[src/cnn_loader_config.svh]
`ifndef CNN_LOADER_CONFIG_SVH
`define CNN_LOADER_CONFIG_SVH

// array sizes
`define NUM_PE          4
`define DATA_W          8
`define ADDR_W          6       // 64 bytes of local memory
`define ACC_W           20

// sequencer schedule
`define LOAD_STAGES     27
`define GROUP_LEN       9       // 8 loads then one accumulate

// host bus and register map
`define APB_AW          12
`define REG_CTRL        12'h000
`define REG_STATUS      12'h004
`define MEM_BASE        12'h100
`define RES_BASE        12'h200

`endif

[src/bus_pkg.sv]
`include "cnn_loader_config.svh"

package bus_pkg;

    // host to slave for one transfer
    typedef struct packed {
        logic                   psel;
        logic                   penable;
        logic                   pwrite;
        logic [`APB_AW-1:0]     paddr;
        logic [31:0]            pwdata;
    } apb_req_t;

    // slave to host
    typedef struct packed {
        logic [31:0]            prdata;
        logic                   pready;
        logic                   pslverr;
    } apb_rsp_t;

endpackage

[src/loader_pkg.sv]
`include "cnn_loader_config.svh"

package loader_pkg;

    // feature bytes are unsigned pixels
    typedef logic [`DATA_W-1:0] feature_t;

    // weights are two's complement
    typedef logic signed [`DATA_W-1:0] weight_t;

    typedef logic signed [`ACC_W-1:0] acc_t;

    typedef logic [$clog2(`LOAD_STAGES)-1:0] stage_t;

    // one-hot per PE enables for a single stage
    typedef struct packed {
        logic [`NUM_PE-1:0]     feature_en;
        logic [`NUM_PE-1:0]     weight_en;
        logic [`NUM_PE-1:0]     acc_en;
    } load_ctrl_t;

endpackage

[src/data_mem.sv]
`include "cnn_loader_config.svh"

module data_mem (
    input  logic                clk_i,
    input  logic                we_i,
    input  logic [`ADDR_W-1:0]  waddr_i,
    input  logic [`DATA_W-1:0]  wdata_i,
    input  logic [`ADDR_W-1:0]  raddr_i,
    output logic [`DATA_W-1:0]  rdata_o
);

    logic [`DATA_W-1:0] mem_q [2**`ADDR_W];
    logic [`DATA_W-1:0] rdata_q;

    always_ff @(posedge clk_i) begin
        if (we_i) begin
            mem_q[waddr_i] <= wdata_i;
        end
    end

    // data follows address by one cycle
    always_ff @(posedge clk_i) begin
        rdata_q <= mem_q[raddr_i];
    end

    assign rdata_o = rdata_q;

endmodule

[src/load_sequencer.sv]
`include "cnn_loader_config.svh"

module load_sequencer (
    input  logic                    clk_i,
    input  logic                    rst_i,
    input  logic                    start_i,
    output logic [`ADDR_W-1:0]      rd_addr_o,
    input  logic [`DATA_W-1:0]      rd_data_i,
    output loader_pkg::load_ctrl_t  ctrl_o,
    output logic [`DATA_W-1:0]      data_o,
    output logic                    busy_o,
    output logic                    done_o
);

    loader_pkg::stage_t     stage_q;
    logic                   busy_q;
    logic                   drain_q;    // last control still in flight
    logic                   done_q;
    logic                   issue;

    logic [1:0]             group;
    logic [3:0]             pos;
    loader_pkg::load_ctrl_t ctrl_d;
    loader_pkg::load_ctrl_t ctrl_q;

    assign issue = busy_q & ~drain_q;

    // stage counter
    always_ff @(posedge clk_i) begin
        if (rst_i) begin
            stage_q <= '0;
            busy_q  <= 1'b0;
            drain_q <= 1'b0;
            done_q  <= 1'b0;
        end else begin
            done_q <= 1'b0;
            if (start_i && !busy_q) begin
                stage_q <= '0;
                busy_q  <= 1'b1;
                drain_q <= 1'b0;
            end else if (issue) begin
                if (stage_q == `LOAD_STAGES - 1) begin
                    drain_q <= 1'b1;
                end else begin
                    stage_q <= stage_q + 1'b1;
                end
            end else if (drain_q) begin
                busy_q  <= 1'b0;
                drain_q <= 1'b0;
                done_q  <= 1'b1;    // one cycle after the final accumulate
            end
        end
    end

    // split stage into group and position within group
    always_comb begin
        if (stage_q < `GROUP_LEN) begin
            group = 2'd0;
            pos   = 4'(stage_q);
        end else if (stage_q < 2 * `GROUP_LEN) begin
            group = 2'd1;
            pos   = 4'(stage_q - 5'(`GROUP_LEN));
        end else begin
            group = 2'd2;
            pos   = 4'(stage_q - 5'(2 * `GROUP_LEN));
        end
    end

    assign rd_addr_o = `ADDR_W'({group, pos[2:0]});    // 8g + k

    always_comb begin
        ctrl_d = '0;
        if (issue) begin
            if (pos < 4'd4) begin
                ctrl_d.feature_en[pos[1:0]] = 1'b1;
            end else if (pos < 4'd8) begin
                ctrl_d.weight_en[pos[1:0]] = 1'b1;     // pe k-4
            end else begin
                ctrl_d.acc_en = '1;
            end
        end
    end

    // control lags address to match the memory read latency
    always_ff @(posedge clk_i) begin
        if (rst_i) begin
            ctrl_q <= '0;
        end else begin
            ctrl_q <= ctrl_d;
        end
    end

    assign ctrl_o = ctrl_q;
    assign data_o = rd_data_i;  // already one cycle late out of the ram
    assign busy_o = busy_q;
    assign done_o = done_q;

endmodule

[src/operand_buffer.sv]
`include "cnn_loader_config.svh"

module operand_buffer #(
    parameter type payload_t = logic [`DATA_W-1:0]
) (
    input  logic                        clk_i,
    input  logic                        rst_i,
    input  logic [`NUM_PE-1:0]          en_i,
    input  payload_t                    data_i,
    output payload_t [`NUM_PE-1:0]      q_o
);

    payload_t [`NUM_PE-1:0] buf_q;

    // one register per pe loaded by its own enable bit
    always_ff @(posedge clk_i) begin
        if (rst_i) begin
            buf_q <= '0;
        end else begin
            for (int k = 0; k < `NUM_PE; k++) begin
                if (en_i[k]) begin
                    buf_q[k] <= data_i;
                end
            end
        end
    end

    assign q_o = buf_q;

endmodule

[src/pe_mac.sv]
`include "cnn_loader_config.svh"

module pe_mac (
    input  logic                    clk_i,
    input  logic                    rst_i,
    input  logic                    clear_i,
    input  logic                    acc_en_i,
    input  loader_pkg::feature_t    feature_i,
    input  loader_pkg::weight_t     weight_i,
    output loader_pkg::acc_t        acc_o
);

    logic signed [`DATA_W:0]        feature_ext;
    logic signed [2*`DATA_W:0]      product;
    loader_pkg::acc_t               acc_q;

    assign feature_ext = signed'({1'b0, feature_i});    // zero extend so 255 stays positive
    assign product     = feature_ext * weight_i;

    always_ff @(posedge clk_i) begin
        if (rst_i) begin
            acc_q <= '0;
        end else if (clear_i) begin
            acc_q <= '0;
        end else if (acc_en_i) begin
            acc_q <= acc_q + loader_pkg::acc_t'(product);
        end
    end

    assign acc_o = acc_q;

endmodule

[src/apb_regs.sv]
`include "cnn_loader_config.svh"

module apb_regs (
    input  logic                                clk_i,
    input  logic                                rst_i,
    input  bus_pkg::apb_req_t                   apb_i,
    output bus_pkg::apb_rsp_t                   apb_o,
    output logic                                mem_we_o,
    output logic [`ADDR_W-1:0]                  mem_waddr_o,
    output logic [`DATA_W-1:0]                  mem_wdata_o,
    output logic [`ADDR_W-1:0]                  mem_raddr_o,
    input  logic [`DATA_W-1:0]                  mem_rdata_i,
    input  logic [`ADDR_W-1:0]                  seq_raddr_i,
    output logic                                start_o,
    input  logic                                busy_i,
    input  logic                                done_i,
    input  loader_pkg::acc_t [`NUM_PE-1:0]      acc_i
);

    logic [`APB_AW-1:0]             addr;
    logic                           access;
    logic                           wr;
    logic                           aligned;
    logic                           ctrl_hit;
    logic                           status_hit;
    logic                           mem_hit;
    logic                           res_hit;
    logic                           mapped;
    logic                           host_busy;
    logic [`ADDR_W-1:0]             mem_word;
    logic [$clog2(`NUM_PE)-1:0]     res_idx;
    logic                           start_q;
    logic                           done_q;
    logic [31:0]                    rdata;

    assign addr   = apb_i.paddr;
    assign access = apb_i.psel & apb_i.penable;
    assign wr     = access & apb_i.pwrite;

    // address decode
    assign aligned    = (addr[1:0] == 2'b00);
    assign ctrl_hit   = (addr == `REG_CTRL);
    assign status_hit = (addr == `REG_STATUS);
    assign mem_hit    = aligned && (addr >= `MEM_BASE) &&
                        (addr < `MEM_BASE + 4 * (2**`ADDR_W));
    assign res_hit    = aligned && (addr >= `RES_BASE) &&
                        (addr < `RES_BASE + 4 * `NUM_PE);
    assign mapped     = ctrl_hit | status_hit | mem_hit | res_hit;

    assign mem_word = addr[`ADDR_W+1:2];
    assign res_idx  = addr[$clog2(`NUM_PE)+1:2];

    // start pulse counts as busy until the sequencer sees it
    assign host_busy = busy_i | start_q;

    assign mem_we_o    = wr & mem_hit & ~host_busy;
    assign mem_waddr_o = mem_word;
    assign mem_wdata_o = apb_i.pwdata[`DATA_W-1:0];

    // host reads take the ram port while idle with the address from the setup phase
    assign mem_raddr_o = busy_i ? seq_raddr_i : mem_word;

    always_ff @(posedge clk_i) begin
        if (rst_i) begin
            start_q <= 1'b0;
            done_q  <= 1'b0;
        end else begin
            start_q <= wr & ctrl_hit & apb_i.pwdata[0] & ~host_busy;
            if (start_q) begin
                done_q <= 1'b0;
            end else if (done_i) begin
                done_q <= 1'b1;     // sticky until next run
            end
        end
    end

    always_comb begin
        rdata = '0;
        if (access && !apb_i.pwrite) begin
            if (status_hit) begin
                rdata = {30'b0, done_q, busy_i};
            end else if (mem_hit) begin
                rdata = {{(32-`DATA_W){1'b0}}, mem_rdata_i};
            end else if (res_hit) begin
                rdata = {{(32-`ACC_W){acc_i[res_idx][`ACC_W-1]}}, acc_i[res_idx]};
            end
        end
    end

    assign apb_o.prdata  = rdata;
    assign apb_o.pready  = 1'b1;   // no wait states
    assign apb_o.pslverr = access & (~mapped | (wr & mem_hit & host_busy));

    assign start_o = start_q;

endmodule

[src/loader_top.sv]
`include "cnn_loader_config.svh"

module loader_top (
    input  logic                clk_i,
    input  logic                rst_i,
    input  bus_pkg::apb_req_t   apb_i,
    output bus_pkg::apb_rsp_t   apb_o
);

    logic                                       mem_we;
    logic [`ADDR_W-1:0]                         mem_waddr;
    logic [`DATA_W-1:0]                         mem_wdata;
    logic [`ADDR_W-1:0]                         mem_raddr;
    logic [`DATA_W-1:0]                         mem_rdata;
    logic [`ADDR_W-1:0]                         seq_raddr;
    logic                                       start;
    logic                                       busy;
    logic                                       done;
    loader_pkg::load_ctrl_t                     load_ctrl;
    logic [`DATA_W-1:0]                         load_data;
    loader_pkg::feature_t [`NUM_PE-1:0]         features;
    loader_pkg::weight_t [`NUM_PE-1:0]          weights;
    loader_pkg::acc_t [`NUM_PE-1:0]             acc;

    apb_regs apb_regs_inst (
        .clk_i          (clk_i),
        .rst_i          (rst_i),
        .apb_i          (apb_i),
        .apb_o          (apb_o),
        .mem_we_o       (mem_we),
        .mem_waddr_o    (mem_waddr),
        .mem_wdata_o    (mem_wdata),
        .mem_raddr_o    (mem_raddr),
        .mem_rdata_i    (mem_rdata),
        .seq_raddr_i    (seq_raddr),
        .start_o        (start),
        .busy_i         (busy),
        .done_i         (done),
        .acc_i          (acc)
    );

    data_mem data_mem_inst (
        .clk_i          (clk_i),
        .we_i           (mem_we),
        .waddr_i        (mem_waddr),
        .wdata_i        (mem_wdata),
        .raddr_i        (mem_raddr),
        .rdata_o        (mem_rdata)
    );

    load_sequencer load_sequencer_inst (
        .clk_i          (clk_i),
        .rst_i          (rst_i),
        .start_i        (start),
        .rd_addr_o      (seq_raddr),
        .rd_data_i      (mem_rdata),
        .ctrl_o         (load_ctrl),
        .data_o         (load_data),
        .busy_o         (busy),
        .done_o         (done)
    );

    operand_buffer #(.payload_t(loader_pkg::feature_t)) feature_buf_inst (
        .clk_i          (clk_i),
        .rst_i          (rst_i),
        .en_i           (load_ctrl.feature_en),
        .data_i         (loader_pkg::feature_t'(load_data)),
        .q_o            (features)
    );

    operand_buffer #(.payload_t(loader_pkg::weight_t)) weight_buf_inst (
        .clk_i          (clk_i),
        .rst_i          (rst_i),
        .en_i           (load_ctrl.weight_en),
        .data_i         (loader_pkg::weight_t'(load_data)),
        .q_o            (weights)
    );

    // start also clears every accumulator
    for (genvar j = 0; j < `NUM_PE; j++) begin : gen_pe
        pe_mac pe_mac_inst (
            .clk_i      (clk_i),
            .rst_i      (rst_i),
            .clear_i    (start),
            .acc_en_i   (load_ctrl.acc_en[j]),
            .feature_i  (features[j]),
            .weight_i   (weights[j]),
            .acc_o      (acc[j])
        );
    end

endmodule

[config.mk]
export PLATFORM = sky130hd
export DESIGN_NAME = loader_top
export DESIGN_NICKNAME = d
export VERILOG_FILES = /design/src/bus_pkg.sv /design/src/loader_pkg.sv /design/src/data_mem.sv /design/src/load_sequencer.sv /design/src/operand_buffer.sv /design/src/pe_mac.sv /design/src/apb_regs.sv /design/src/loader_top.sv
export VERILOG_INCLUDE_DIRS = /design/src
export SDC_FILE = /design/constraint.sdc
export NUM_CORES = 2
export LEC_CHECK = 0
export BUFFER_PORTS_ARGS = -buffer_cell sky130_fd_sc_hd__buf_2
export CAP_MARGIN = 0
export CORE_MARGIN = 4
export CORE_UTILIZATION = 40
export CTS_BUF_LIST = sky130_fd_sc_hd__clkbuf_16
export CTS_CLUSTER_DIAMETER = 30
export DETAILED_ROUTE_END_ITERATION = 7
export GPL_TIMING_DRIVEN = 0
export PLACE_DENSITY_LB_ADDON = 0.1
export SETUP_SLACK_MARGIN = 0.1
export SLEW_MARGIN = 20
export SYNTH_ARGS = -nofsm -noshare
export SYNTH_HDL_FRONTEND = slang
export SYNTH_SLANG_ARGS = --single-unit
[constraint.sdc]
create_clock -name clk_i -period 5.2 [get_ports clk_i]
set_input_delay 1.04 -clock clk_i [delete_from_list [all_inputs] [get_ports clk_i]]
set_output_delay 1.04 -clock clk_i [all_outputs]
set_load 0.005 [all_outputs]
==> impl_metrics.csv <==
group,metric,value,unit
power_and_ir_drop,leakagePower,19.8,nW
timing,fin_ws,0.0677,ns
logic_synthesis,syn_inst,3435,
floorplanning,ios,83,
grt,grt_use_total,22.4,%
floorplanning,initial_utilization,40.5,%
timing,relSlewSlack,25.4,%
logic_synthesis,synthDistinctLibCells,61,
job,cap_violations,0,
cts,clockBufferDepth,3,
setup_path,cp-end-kind,"flip-flop",
timing,finalHoldViolations,0,
logic_synthesis,synthesis.nets,3935,
floorplanning,die-area,101000,um^2
logic_synthesis,ys_async_sr_fraction,0,%
setup_path,start_kind,"flip-flop",
routing,drtIter0Drc,1652,
placed_design,routabilityCongestion,0.895,
setup_path,crit_path_max_fanout,5,
final_layout,antenna_cells,0,
logic_synthesis,yosysMostFrequentCell,"edfxtp_1",
routing,first_pass_iters,5,
logic_synthesis,synth_top_area_share,39.8,%
floorplanning,die_height,319,um
power_and_ir_drop,ir_drop,0.359,mV
placed_design,place.port_buffers,54,
power_and_ir_drop,pwr_density_cell,353,nW/um^2
power_and_ir_drop,power.total,16.8,mW
grt,grt_max_degree,65,
timing,setup_viol,0,
setup_path,worstSetupPathType,"reg2reg",
routing,avgViaCountPerCell,5.19,
cts,cts_tree,"done",
floorplanning,rows,113,
grt,grt_pass1_wl,172000,um
setup_path,cp_data_arrival_time,5.75,ns
logic_synthesis,syn_area_per_cell,11.2,um^2
logic_synthesis,synth.area.top_cells,"edfxtp_1 (40%), fa_1 (11%), dfxtp_1 (8.9%)",
logic_synthesis,synth_edf_count,512,
routing,drc,0,
routing,wl_per_cell,22.3,um
logic_synthesis,synth_top_cell_by_area,"edfxtp_1",
timing,setup-tns-final,0,ns
logic_synthesis,yosysSeqAreaShare,48.7,%
grt,gr-total-overflow,0,
placed_design,place_ws,-1.03,ns
timing,hold-worst-slack,0.432,ns
timing,drv_slew,0,
timing,finalCritPeriodShare,98.7,%
logic_synthesis,yosysWarnings,0,
logic_synthesis,ys_seq_elements,683,
placed_design,dpl.hpwl,81800,um
run_status,outcome,"complete, no violations",
logic_synthesis,synth-main-ff-cell,"edfxtp_1",
setup_path,critPathRequiredTime,5.82,ns
cts,insertion_delay,0.74,ns
timing,fmax,195,MHz
routing,vias,26524,
timing,worst_pin_slew,1.12,ns
final_layout,syn_to_final_growth,23.1,%
grt,grt_pass1_vias,27300,
final_layout,num-fill-cells,8700,
cts,clk_pin_slew,0.04,ns
cts,cts-root-buf,"clkbuf_16",
floorplanning,die_w,319,um
hold_path,hp-class,"reg2reg",
logic_synthesis,syn_area,38600,um^2
cts,clock_sinks,683,
routing,ant_nets,0,
logic_synthesis,synth_top_cells_by_count,"edfxtp_1 (512), nand2_1 (511), inv_1 (294), nor2_1 (271), ha_1 (246)",
timing,clock_skew,0.0392,ns
final_layout,drive_gt1_share,16.2,%
routing,drt-total-wl,114000,um
timing,min_period,5.13,ns
floorplanning,core,95300,um^2
cts,cts_made_buffers,159,
timing,rsz0062_at_grt,"yes",
grt,antenna_found_initial,1,
final_layout,nets,4211,
cts,cts_max_level,4,
[registers in the layout (all words and copies together), names as in the netlist]
name and count:
load_sequencer_inst.busy_o 1, load_sequencer_inst.done_o 1, data_mem_inst.rdata_o 8, feature_buf_inst.q_o 32, load_sequencer_inst.stage_q 5, weight_buf_inst.q_o 32
load_sequencer_inst.ctrl_o 9, data_mem_inst.mem_q 512, gen_pe.pe_mac_inst.acc_o 80, apb_regs_inst.done_q 1, apb_regs_inst.start_o 1, load_sequencer_inst.drain_q 1
[through the flow]
step           std cells  utilization, %  instance area, um^2
5_1_grt             5106            49.8                47500
6_report            5106            49.8                47500
2_1_floorplan       3435               -                38600
3_5_place_dp        4755            42.5                40500
4_1_cts             5079            49.2                46900
3_3_place_gp        4754            42.5                40500
[placed cells by master (no fill, tap or decap), types with 19 or more instances in the layout]
master,instances
o22ai_1,27
bufinv_16,28
a21oi_1,117
edfxtp_1,512
dfxtp_2,22
mux2i_1,200
nand2b_1,26
and3_1,27
dfxtp_4,25
a211oi_1,23
inv_1,315
and2_1,110
buf_4,86
buf_2,76
buf_1,23
xor2_1,20
fa_1,193
nor2_1,268
buf_6,19
clkbuf_1,69
nand3_1,121
mux4_2,20
xnor2_1,47
nand2_1,501
clkinv_2,20
nand4_1,27
ha_1,229
dfxtp_1,124
clkbuf_16,163
o21ai_0,27
[critical path: stages (launching register included)]
cell,delay [ns]
dfxtp_4,0.39
clkinvlp_4,0.15
fa_1,0.55
inv_1,0.05
fa_1,0.52
fa_1,0.44
fa_1,0.51
fa_1,0.53
ha_4,0.32
a21oi_2,0.05
nor2_1,0.13
a311oi_2,0.05
buf_4,0.17
a211oi_4,0.30
o31ai_4,0.11
a21oi_2,0.19
xnor2_2,0.14
buf_6,0.15
a21oi_2,0.06
a31o_2,0.24
[repair_timing]
| item | CTS | global route |
|---|---|---|
| pin swaps | 39 | 67 |
| hold buffers | 0 | 0 |
| setup buffers | 36 | 29 |
| setup endpoints to repair | 30 | 36 |
| gates resized for setup | 131 | 150 |
[worst paths after layout]
check | startpoint | slack, ns | depth (start not counted) | endpoint
worst min-delay path | load_sequencer_inst.done_o | 0.43 | 2 | apb_regs_inst.done_q
worst max register to register | weight_buf_inst.q_o[15] | 0.07 | 19 | gen_pe[1].pe_mac_inst.acc_o[19]
worst min register to register | load_sequencer_inst.done_o | 0.43 | 2 | apb_regs_inst.done_q
worst max-delay path | weight_buf_inst.q_o[15] | 0.07 | 19 | gen_pe[1].pe_mac_inst.acc_o[19]
[layout make-up]
class | count | area, um^2 | share of cell area [%]
Buffer | 170 | 967 | 2.04
Inverter | 294 | 1110 | 2.35
Tap cell | 1265 | 1580 | 3.33
Multi-Input combinational cell | 2285 | 18400 | 38.8
Timing Repair Buffer | 118 | 831 | 1.75
Clock inverter | 128 | 1590 | 3.34
Sequential cell | 683 | 18900 | 39.8
Clock buffer | 163 | 4080 | 8.59
[cells by family after synthesis]
group           synth area share (%)
simple gates                    13.8
compound gates                  5.71
fa+ha+maj                       18.6
mux                             6.62
flops                           48.7
other cells                  0.00972
buf+inv                         4.90
xor+xnor                        1.61
[where the power goes]
part	total, mW	leakage (nW)	internal [mW]	switching [mW]
Clock	10.3	2.84	7.08	3.25
Sequential	5.87	6.01	5.87	0.00198
Combinational	0.570	11.0	0.125	0.445
Total	16.8	19.8	13.1	3.69
[routing by layer]
layer / part of all wire [%] / routed length, um / GRT usage (%) / vias up
li1: - / - / - / 12456
met1: 43 / 48500 / 28.7 / 13131
met2: 49 / 55500 / 38.1 / 725
met3: 5.3 / 6020 / 4.34 / 208
met4: 3.2 / 3670 / 7.59 / 4
met5: 0.023 / 26 / 0 / -
Power figures use the tool's default switching activity.
